**config.mk**
```make
export PLATFORM = sky130hd
export DESIGN_NAME = pageMap
export DESIGN_NICKNAME = d
export VERILOG_FILES = /design/src/logic/translatePkg.sv /design/src/logic/pageMap.sv
export VERILOG_INCLUDE_DIRS = /design/src /design/src/logic
export SDC_FILE = /design/constraint.sdc
export NUM_CORES = 1
export LEC_CHECK = 0
export BUFFER_PORTS_ARGS = -buffer_cell sky130_fd_sc_hd__clkbuf_2
export CORE_MARGIN = 10
export CORE_UTILIZATION = 30
export DETAILED_ROUTE_END_ITERATION = 6
export GPL_TIMING_DRIVEN = 0
export PLACE_DENSITY_LB_ADDON = 0.08
export SLEW_MARGIN = 20
export SYNTH_ARGS = -nofsm -noshare
export SYNTH_HDL_FRONTEND = slang
export SYNTH_SLANG_ARGS = --single-unit
export TNS_END_PERCENT = 20
```
**constraint.sdc**
```tcl
create_clock -name clk -period 42.6 [get_ports clk]
set_clock_uncertainty 0.05 [all_clocks]
set_input_delay 12.78 -clock clk [delete_from_list [all_inputs] [get_ports clk]]
set_output_delay 12.78 -clock clk [all_outputs]
set_load 0.05 [all_outputs]
```
**src/logic/memConsts.svh**
```systemverilog
`ifndef MEM_CONSTS_SVH
`define MEM_CONSTS_SVH

// Bus widths seen by the CPU
`define WORD_BITS 32           // Data word
`define ADDR_BITS 32           // Byte address

// Physical RAM, 4096 words = 16 KB = 4 frames
`define RAM_ADDR_BITS 12       // Word address width
`define RAM_DEPTH (1 << `RAM_ADDR_BITS)

// Direct-mapped page map
`define MAP_INDEX_BITS 4       // Low VPN bits pick the entry
`define MAP_ENTRIES (1 << `MAP_INDEX_BITS)

// Pages are 4 KB
`define PAGE_OFFSET_BITS 12    // Byte offset inside a page
`define PAGE_NUMBER_BITS (`ADDR_BITS - `PAGE_OFFSET_BITS)

`endif

```
**src/logic/translatePkg.sv**
```systemverilog
`include "memConsts.svh"

package translatePkg;

  typedef logic [`PAGE_NUMBER_BITS-1:0] vpn_t;    // Virtual page number
  typedef logic [`PAGE_NUMBER_BITS-1:0] ppn_t;    // Physical frame number
  typedef logic [`MAP_INDEX_BITS-1:0] mapIndex_t; // Entry select, low VPN bits

  // Remaining VPN bits, kept in the entry to tell pages apart
  typedef logic [`PAGE_NUMBER_BITS-`MAP_INDEX_BITS-1:0] mapTag_t;

  // One slot of the page map
  typedef struct packed
  {
    logic    valid;      // Slot holds a mapping
    mapTag_t tag;        // Upper VPN bits of the mapped page
    ppn_t    frame;      // Where that page lives
  } mapEntry_t;

  // Map write from outside, one entry per strobe
  typedef struct packed
  {
    logic write;         // Update strobe
    vpn_t vpn;           // Page being mapped
    ppn_t ppn;           // Frame it maps to
  } mapUpdate_t;

endpackage

```
**src/logic/pageMap.sv**
```systemverilog
`include "memConsts.svh"

module pageMap
  import translatePkg::*;
(
  input  logic       clk,
  input  logic       reset,
  input  mapUpdate_t mapUpdate,    // Entry write from outside
  input  vpn_t       lookupVpn,    // Page to translate
  output logic       lookupHit,    // Valid entry with matching tag
  output ppn_t       lookupFrame   // Frame of that entry
);

  mapEntry_t entries [`MAP_ENTRIES];  // One entry per index

  // Lookup side
  mapIndex_t lookupIndex;
  mapTag_t   lookupTag;
  mapEntry_t lookupEntry;

  // Update side
  mapIndex_t updateIndex;
  mapEntry_t updateEntry;

  // Split the VPN into index and tag
  assign lookupIndex = lookupVpn[`MAP_INDEX_BITS-1:0];
  assign lookupTag   = lookupVpn[`PAGE_NUMBER_BITS-1:`MAP_INDEX_BITS];

  assign updateIndex = mapUpdate.vpn[`MAP_INDEX_BITS-1:0];

  // New entry is always valid
  assign updateEntry = '{
    valid: 1'b1,
    tag:   mapUpdate.vpn[`PAGE_NUMBER_BITS-1:`MAP_INDEX_BITS],
    frame: mapUpdate.ppn
  };

  // Last update to an index wins
  always_ff @(posedge clk or posedge reset)
  begin
    if (reset)
    begin
      for (int i = 0; i < `MAP_ENTRIES; i++)
      begin
        entries[i] <= '0;                     // All invalid
      end
    end
    else if (mapUpdate.write)
    begin
      entries[updateIndex] <= updateEntry;
    end
  end

  // Combinational lookup sees the entries before this edge's update
  assign lookupEntry = entries[lookupIndex];

  assign lookupHit   = lookupEntry.valid && (lookupEntry.tag == lookupTag);
  assign lookupFrame = lookupEntry.frame;     // Only meaningful on hit

endmodule

```
==> metrics.md <==
| Metric | Value |
|---|---|
| Status | `finished clean` |
| Startpoint types | `primary input` |
| Setup Crit Path Kind | `in -> out` |
| Remaining Overflow, GRT | `0` |
| Power Dens Cells | `around 54 nW/um^2` |
| CTS HTree Levels | `3` |
| Vias in the first global route | `16800` |
| Layout Cells excl Fill | `3008` |
| Hold Path Class | `reg -> reg` |
| Net Count, Synth | `1676` |
| Initial antenna violation count | `3` |
| Total number of vias | `~15000` |
| # IOs | `84` |
| Number of flip-flops in the largest register | `592` |
| Number of DRC markers in iteration 0 | `between 800 and 900` |
| WP data arrival | `~16 ns` |
| Residual DRC count | `0` |
| Syn Inst Count | `between 1500 and 2000` |
| CP max FO | `11` |
| Post-synth top area cell | `dfrtp_1` |
| CP max stage delay | `0.81 ns` |
| Critical path cell sequence | `buf_6 > buf_12 > buf_6 > buf_2 > buf_2 > buf_1 > mux4_2 > mux4_2 > clkbuf_2` |
| Die H | `around 320 um` |
| Syn_area_per_cell | `16.7 sq um` |
| Number of nets in the layout | `1848` |
| Number of flops mapped to enable cells by yosys | `0` |
| Area Overhead vs Synth | `17.1%` |
| CP top delay family | `buffers and inverters` |
| Ys Warns | `0` |
| Final period util | `about 69%` |
| Largest Register | `entries` |
| Die Wd | `319 um` |
| Dpl hpwl | `around 55 mm` |
| Reg clk slew, reported paths | `~0.050 ns` |
| Finished Core Util | `a little over a third` |
| Root buffer cell | `clkbuf_16` |
| Worst Setup End Kind | `output port` |
| Synth top area share | `a little under three fifths` |
| Die area | `a little over 100000 sq um` |
| Max VDD drop | `slightly above 30 uV` |
| Area contributors post-synth | `dfrtp_1 55%, mux2_2 24%, mux4_2 14%` |
| Inst Count DP | `roughly 2900` |
| ANT nets after route | `0` |
| CTS resizes | `0` |
| Skew-Pair Late Insertion Delay | `~0.6 ns` |
| Setup TNS | `0 ns` |
| Pin count of the biggest net entering global routing | `99` |
| Core area | `between 80000 and 90000 sq um` |
| Slew at the pin with the worst max-slew slack | `1.18 ns` |
| Crit path buf inv count | `7` |
| Post-synth top flop | `dfrtp_1` |
| Row count | `between 100 and 150` |
| CTS Buf Count | `73` |
| RSZ-0062 raised after global routing | `no` |
| Crit path required time | `about 30 ns` |
| Fin. max-slew vios | `0` |
| Share of layout cells above drive strength 1 | `a little under three fifths` |
| FFs w/ async S/R, synth | `100%` |
| Max-cap violations | `0` |
| Vias/cell | `~5.1` |
| Clock Path Buffers | `3` |
| Slowest CP cell | `buf_1` |
| Hold-fix buffers, CTS | `0` |
| GRT Util Overall | `~16%` |
| Yosys cell types | `46` |
| Top flop regs | `entries x592` |
| Leakage Power | `around 13 nW` |
| Sequential fraction of the synthesis area | `between 50% and 60%` |
| WL final | `between 80 and 90 mm` |
| Pwr Total | `around 0.0017 W` |
| Wire length per cell | `27.5 um` |
| First-pass GRT wire length | `roughly 120 mm` |
| CTS tree | `yes` |
| IO buf count | `80` |
| Starting density of the core | `30.3%` |
| Maximum clock rate | `between 0.03 and 0.04 GHz` |
| Final Hold Fails | `0` |
| # Post-CTS Setup Buffers | `0` |
| CTS sink cnt | `about 590` |
| Mapped Area | `approximately 27000 sq um` |
| Slew HR | `21.6%` |
| Min Clock Period, post-route | `29.18 ns` |
| #FFs+latches synth | `about 590` |
| First-pass DRT Iterations | `5` |
| Setup violators final | `0` |
| GPL Wtd Cong | `~0.78` |
-- per-layer routing --
metal  track usage [%]  wire length [um]
met5                 0                26
met4              4.79              2130
met3              2.69              2660
met2              27.4             41000
met1              21.3             37000
-- power breakdown --
part | leakage [nW] | internal [W] | switching [W]
sequential | 7.23 | 0.000693 | 0.0000623
clock | 1.18 | 0.000371 | 0.000246
combinational | 4.81 | 0.000184 | 0.000137
total | 13.2 | 0.00125 | 0.000445
-- path summary, 6_finish.rpt --
path / start / slack, ns / cells after the start / endpoint
min in group asynchronous: reset / 12.16 / 2 / entries[163]
max: lookupVpn[1] / 13.42 / 9 / lookupFrame[7]
max in group asynchronous: reset / 28.51 / 5 / entries[220]
max reg2reg: entries[480] / 41.76 / 1 / entries[480]
min: entries[554] / 0.41 / 1 / entries[554]
min reg2reg: entries[554] / 0.41 / 1 / entries[554]
-- synthesized netlist by cell type (all sizes together), types with 3 or more instances --
cell type and number:
or2 10, nor3b 4, nand2b 12, inv 5
mux2 576, clkbuf 96, nand3b 3, a21oi 3
mux4 177, nand2 17, dfrtp 592, o21ai 4
xnor2 14, xor2 3, nor2 12, buf 39
mux2i 18
-- area by class of cell --
cell class | instances | area [sq um]
Clock buffer | 116 | 2240
Fill cell | 8506 | 57200
Inverter | 6 | 30.0
Multi-Input combinational cell | 880 | 11400
Clock inverter | 15 | 143
Antenna cell | 2 | 5.00
Tap cell | 1165 | 1460
Timing Repair Buffer | 97 | 704
Sequential cell | 592 | 14800
Buffer | 135 | 666
-- metrics by stage --
stage | hold slack (ns) | setup slack, ns | cell area, sq um
after detailed placement | 0.398 | 13.32 | 29100
after global routing | 0.423 | 13.32 | 31500
after global placement | 0.394 | 6.29 | 28700
final | 0.408 | 13.42 | 31500
after floorplan | 0.379 | 13.20 | 26900
after CTS | 0.412 | 13.32 | 31500
-- placed cells by master, fill, tap and decap left out, types with 4 or more instances in the layout --
cell type    n
buf_1        5
buf_16       6
buf_2       19
buf_4        6
buf_6       14
buf_8        4
clkbuf_1   101
clkbuf_16   73
clkbuf_2    91
clkbuf_8    26
clkinv_2     8
dfrtp_1    592
inv_1        4
inv_6        4
mux2_2     576
mux2i_1     18
mux4_1      13
mux4_2     164
nand2_1     17
nand2b_1    12
nor2_2       9
nor3b_1      4
or2_2       10
xnor2_1     14
-- cells by family (layout without fill, tap and decap cells) --
family / Yosys count / count (layout) / synth area share (%)
flip-flops: 592 / 592 / 55.1
multiplexers: 771 / 771 / 39.8
buffers and inverters: 141 / 369 / 2.50
AO/OA/AOI/OAI: 25 / 25 / 0.698
other: 0 / 2 / 0
XOR/XNOR: 17 / 17 / 0.554
AND/OR/NAND/NOR: 67 / 67 / 1.31
Power figures use the tool's default switching activity.
