--- config.mk ---
export PLATFORM = sky130hd
export DESIGN_NAME = memoryController
export DESIGN_NICKNAME = d
export VERILOG_FILES = /design/src/logic/memBusPkg.sv /design/src/logic/translatePkg.sv /design/src/logic/memoryController.sv
export VERILOG_INCLUDE_DIRS = /design/src /design/src/logic
export SDC_FILE = /design/constraint.sdc
export NUM_CORES = 1
export LEC_CHECK = 0
export ABC_AREA = 0
export BUFFER_PORTS_ARGS = -buffer_cell sky130_fd_sc_hd__buf_2
export CORE_UTILIZATION = 35
export DETAILED_ROUTE_END_ITERATION = 6
export HOLD_SLACK_MARGIN = 0.06
export SLEW_MARGIN = 10
export SYNTH_ARGS = -nofsm -noshare
export SYNTH_HDL_FRONTEND = slang
export SYNTH_SLANG_ARGS = --single-unit
--- constraint.sdc ---
create_clock -name clk -period 3.78 [get_ports clk]
set_input_delay 0.567 -clock clk [delete_from_list [all_inputs] [get_ports clk]]
set_output_delay 0.567 -clock clk [all_outputs]
set_load 0.1 [all_outputs]
--- src/logic/memConsts.svh ---
`ifndef MEM_CONSTS_SVH
`define MEM_CONSTS_SVH

// Bus widths seen by the CPU
`define WORD_BITS 32           // Data word
`define ADDR_BITS 32           // Byte address

// Physical RAM, 4096 words = 16 KB = 4 frames
`define RAM_ADDR_BITS 12       // Word address width
`define RAM_DEPTH (1 << `RAM_ADDR_BITS)

// Direct-mapped page map
`define MAP_INDEX_BITS 4       // Low VPN bits pick the entry
`define MAP_ENTRIES (1 << `MAP_INDEX_BITS)

// Pages are 4 KB
`define PAGE_OFFSET_BITS 12    // Byte offset inside a page
`define PAGE_NUMBER_BITS (`ADDR_BITS - `PAGE_OFFSET_BITS)

`endif

--- src/logic/memBusPkg.sv ---
`include "memConsts.svh"

package memBusPkg;

  typedef logic [`WORD_BITS-1:0] word_t;          // One data word
  typedef logic [`ADDR_BITS-1:0] addr_t;          // Byte address
  typedef logic [`RAM_ADDR_BITS-1:0] ramAddr_t;   // Word index into the RAM

  // CPU load/store port, strobes sampled only when controller is idle
  typedef struct packed
  {
    addr_t address;      // Word-aligned byte address
    word_t writeData;    // Store data
    logic  read;         // Load strobe, wins over write
    logic  write;        // Store strobe
    logic  isVirtual;    // Address goes through page map
  } memRequest_t;

  // Back to the CPU
  typedef struct packed
  {
    word_t readData;     // Held until next completed load
    logic  ready;        // One-cycle completion pulse
    logic  fault;        // Page fault, valid with ready
  } memResponse_t;

  // Controller to physical RAM
  typedef struct packed
  {
    addr_t address;      // Physical byte address
    word_t writeData;    // Store data
    logic  read;         // One-cycle read strobe
    logic  write;        // One-cycle write strobe
  } phRequest_t;

endpackage

--- src/logic/translatePkg.sv ---
`include "memConsts.svh"

package translatePkg;

  typedef logic [`PAGE_NUMBER_BITS-1:0] vpn_t;    // Virtual page number
  typedef logic [`PAGE_NUMBER_BITS-1:0] ppn_t;    // Physical frame number
  typedef logic [`MAP_INDEX_BITS-1:0] mapIndex_t; // Entry select, low VPN bits

  // Remaining VPN bits, kept in the entry to tell pages apart
  typedef logic [`PAGE_NUMBER_BITS-`MAP_INDEX_BITS-1:0] mapTag_t;

  // One slot of the page map
  typedef struct packed
  {
    logic    valid;      // Slot holds a mapping
    mapTag_t tag;        // Upper VPN bits of the mapped page
    ppn_t    frame;      // Where that page lives
  } mapEntry_t;

  // Map write from outside, one entry per strobe
  typedef struct packed
  {
    logic write;         // Update strobe
    vpn_t vpn;           // Page being mapped
    ppn_t ppn;           // Frame it maps to
  } mapUpdate_t;

endpackage

--- src/logic/memoryController.sv ---
`include "memConsts.svh"

module memoryController
  import memBusPkg::*, translatePkg::*;
(
  input  logic         clk,
  input  logic         reset,
  input  memRequest_t  request,       // From CPU
  output memResponse_t response,      // To CPU
  output vpn_t         lookupVpn,     // Page being translated
  input  logic         lookupHit,     // Page map has it
  input  ppn_t         lookupFrame,   // Frame for lookupVpn
  output phRequest_t   phRequest,     // To physical RAM
  input  word_t        ramReadData    // Registered RAM output
);

  // Access sequencing
  typedef enum logic [1:0]
  {
    ready,               // Idle, watching for strobes
    translate,           // Waiting on page map result
    pRamWait1,           // RAM samples the request
    pRamWait2            // RAM data available
  } mcState_t;

  mcState_t state;
  logic     accept;      // Request taken this edge
  logic     isRead;      // Accepted request is a load

  // Captured request
  addr_t    reqAddress;

  // RAM side registers
  addr_t    phAddress;
  word_t    phWriteData;
  logic     phRead;
  logic     phWrite;

  // Response registers
  word_t    respReadData;
  logic     respReady;
  logic     respFault;

  assign accept = (state == ready) && (request.read || request.write);  // Busy strobes dropped

  // Page number of the held request
  assign lookupVpn = reqAddress[`ADDR_BITS-1:`PAGE_OFFSET_BITS];

  assign phRequest = '{
    address:   phAddress,
    writeData: phWriteData,
    read:      phRead,
    write:     phWrite
  };

  assign response = '{
    readData: respReadData,
    ready:    respReady,
    fault:    respFault
  };

  // State and strobes
  always_ff @(posedge clk or posedge reset)
  begin
    if (reset)
    begin
      state     <= ready;
      isRead    <= 1'b0;
      phRead    <= 1'b0;
      phWrite   <= 1'b0;
      respReady <= 1'b0;
      respFault <= 1'b0;
    end
    else
    begin
      case (state)
        ready:
        begin
          respReady <= 1'b0;                  // End of completion pulse
          respFault <= 1'b0;
          if (accept)
          begin
            isRead <= request.read;           // Read wins if both set
            if (request.isVirtual)
            begin
              state <= translate;             // Page map answers next cycle
            end
            else
            begin
              phRead  <= request.read;        // Straight to RAM
              phWrite <= request.write && !request.read;
              state   <= pRamWait1;
            end
          end
        end

        translate:
        begin
          if (lookupHit)
          begin
            phRead  <= isRead;                // Issue against the frame
            phWrite <= !isRead;
            state   <= pRamWait1;
          end
          else
          begin
            respReady <= 1'b1;                // Miss, fault right away
            respFault <= 1'b1;
            state     <= ready;
          end
        end

        pRamWait1:
        begin
          phRead  <= 1'b0;                    // Strobes last one cycle
          phWrite <= 1'b0;
          state   <= pRamWait2;
        end

        pRamWait2:
        begin
          respReady <= 1'b1;                  // Done, data captured below
          state     <= ready;
        end

        default:
        begin
          state <= ready;
        end
      endcase
    end
  end

  // Address and data path
  always_ff @(posedge clk)
  begin
    if (accept)
    begin
      reqAddress  <= request.address;
      phAddress   <= request.address;         // Used as is when physical
      phWriteData <= request.writeData;
    end

    if (state == translate && lookupHit)
    begin
      // Frame replaces the page number, offset kept
      phAddress <= {lookupFrame, reqAddress[`PAGE_OFFSET_BITS-1:0]};
    end

    if (state == pRamWait2 && isRead)
    begin
      respReadData <= ramReadData;            // Held until next load
    end
  end

endmodule

==> metrics.cfg <==
[outcome]
outcome = finished, final reports clean

[grt]
grt_pass1_wl_mm = 15.8
grt_max_degree = 65
grt_pass1_vias = 2975
grt_overflow = 0
grt_antenna_before_repair = 0
grt_use_total = 0.153

[yosys]
async_reset_ff_frac = 0.0519
synth.top_cell.area_share = 0.789
synthFlopType = edfxtp_1
synth.top_cells.by_count = edfxtp_1 (128), mux2_2 (34), buf_4 (24)
seq_area_frac_synth = 0.825
yosysTopAreaCell = edfxtp_1
synth.distinct_cells = 23
ys_warn_count = 0
synth_most_common_cell = edfxtp_1
synth_seq_cells = 135
synth_edf_count = 128
syn_area_mm2 = 0.00487
syn_avg_cell_area_um2 = 20.9
synth.area.top_cells = edfxtp_1 (79%), mux2_2 (7.9%), buf_4 (3.7%)
synth_fp_nets = 361
syn_inst = 233

[setup_path]
endpoint_kind = flop
cp.arrival_ps = 2370
cp-start-kind = flop
crit_chain = inv_1, ha_1, nand2_2, mux2_2
critical_path.max_stage_delay_ps = 530
worstSetupPathType = flop to flop
required_ps = 3940
cp_slowest_cell = nand2_2
crit_path_max_fanout = 32

[finish]
fillers = 1169
nNetsFinal = 596
antennaDiodeCount = 0
syn2layout_area_growth_pct = 38.3
drive_above_1_share = 0.651

[clock_tree]
post_cts_buffers = 0
clkLatencyLatePin_ps = 420
cts_root_buf = clkbuf_16
cts_sinks = 135
ctsHtreeMaxLevel = 4
cts_tree = done
cts_resized = 0
clkTransAtPathRegs_ps = 60
clockBufferDepth = 2
cts_buffers = 17
holdBufCountCts = 0

[timing]
rsz0062_at_grt = no
setup_viol = 0
setup_tns_ps = 0
slew-limit-headroom = 0.434
fin_skew_ps = 9.88
finalHoldViolCount = 0
fin_crit_ps = 2210
maxSlewViolCount = 0
fmax_mhz = 453
hold-worst-slack_ps = 87.2
post-route-period-util = 0.584
worstMarginPinSlew_ps = 850

[routing]
vias = 2891
drt_iter0_drc = 170
via_per_inst = 4.40
routedWlPerCell_um = 16.6
drc = 0
firstDrtPassIters = 4
ant_nets = 0
drt-total-wl_mm = 10.9

[placement]
dp_hpwl_mm = 7.85
io_buffers = 241
gp_congestion = 0.821

[min_path]
hold_path.class = primary input to async pin

[job]
maxCapViolations = 0

[die]
dieWidth_um = 120
start_util = 0.363
ios = 242
dieArea_mm2 = 0.0144
die_y_um = 120
row_count = 42
core_area_mm2 = 0.0134

## sequential cells by signal, summed over array words and instances (netlist names)
| register | flops |
|---|---|
| respReady | 1 |
| phRead | 1 |
| reqAddress | 32 |
| respFault | 1 |
| phWrite | 1 |
| isRead | 1 |
| phWriteData | 32 |
| respReadData | 32 |
| phAddress | 32 |
| state | 2 |
## cells in the final DEF, fill, tap and decap left out, drive strengths merged
| cell type | n |
|---|---|
| o21ai | 3 |
| a22o | 1 |
| edfxtp | 128 |
| clkinv | 5 |
| clkinvlp | 4 |
| nand2 | 4 |
| nand2b | 1 |
| dfrtp | 7 |
| a2111oi | 1 |
| o21a | 1 |
| mux2 | 34 |
| nand3 | 1 |
| mux2i | 1 |
| a21oi | 5 |
| a211o | 1 |
| inv | 7 |
| nand3b | 1 |
| nor3b | 1 |
| buf | 243 |
| o32a | 1 |
| bufinv | 4 |
| ha | 6 |
| and2 | 2 |
| clkbuf | 18 |
| a21o | 1 |
## area by class of cell
cell class / count / area [um2] / share of cell area
flip-flops and latches: 135 / 4020 / 0.597
repair buffers: 243 / 1220 / 0.181
multi-input cells: 65 / 643 / 0.0955
clock buffers: 18 / 429 / 0.0637
well taps: 176 / 220 / 0.0327
clock inverters: 14 / 181 / 0.0269
inverters: 6 / 22.5 / 0.00334
## final timing paths
check / endpoint / cells after the start / startpoint / slack, ps
max in group asynchronous: phRead / 2 / reset / 3460
setup reg to reg: phAddress[16] / 4 / state[1] / 1570
setup / recovery: phAddress[16] / 4 / state[1] / 1570
min in group clk: phWriteData[12] / 1 / request[15] / 330
hold reg to reg: phWrite / 1 / phWrite / 510
hold / removal: isRead / 2 / reset / 90
## per-stage QoR
stage               instances  worst slack, ps  utilization  area, um2
global route              657             1400        0.503       6740
detailed placement        625             1580        0.457       6130
global placement          625             1690        0.457       6130
finish                    657             1570        0.503       6740
floorplan                 233              566            -       4870
CTS                       657             1560        0.503       6740
## worst max-delay path, delay by kind of cell (launching register included)
family	cells	cell delay, ps
mux	1	480
fa+ha+maj	1	350
buf+inv	1	160
simple gates	1	530
flops	1	410
## cell families after synthesis
family,share of synthesized area
compound gates,0.0206
flops,0.825
fa+ha+maj,0.0154
simple gates,0.0134
mux,0.0807
buf+inv,0.0447
## routing by layer
| metal | track usage | wire (um) |
|---|---|---|
| met4 | 0.0844 | 184 |
| met3 | 0.0499 | 728 |
| met5 | 0 | 0 |
| met1 | 0.165 | 4150 |
| met2 | 0.265 | 5830 |
Power is left out: the tool's default activity adds up to more than one toggle a clock period on the data nets, which glitch-free logic cannot reach.
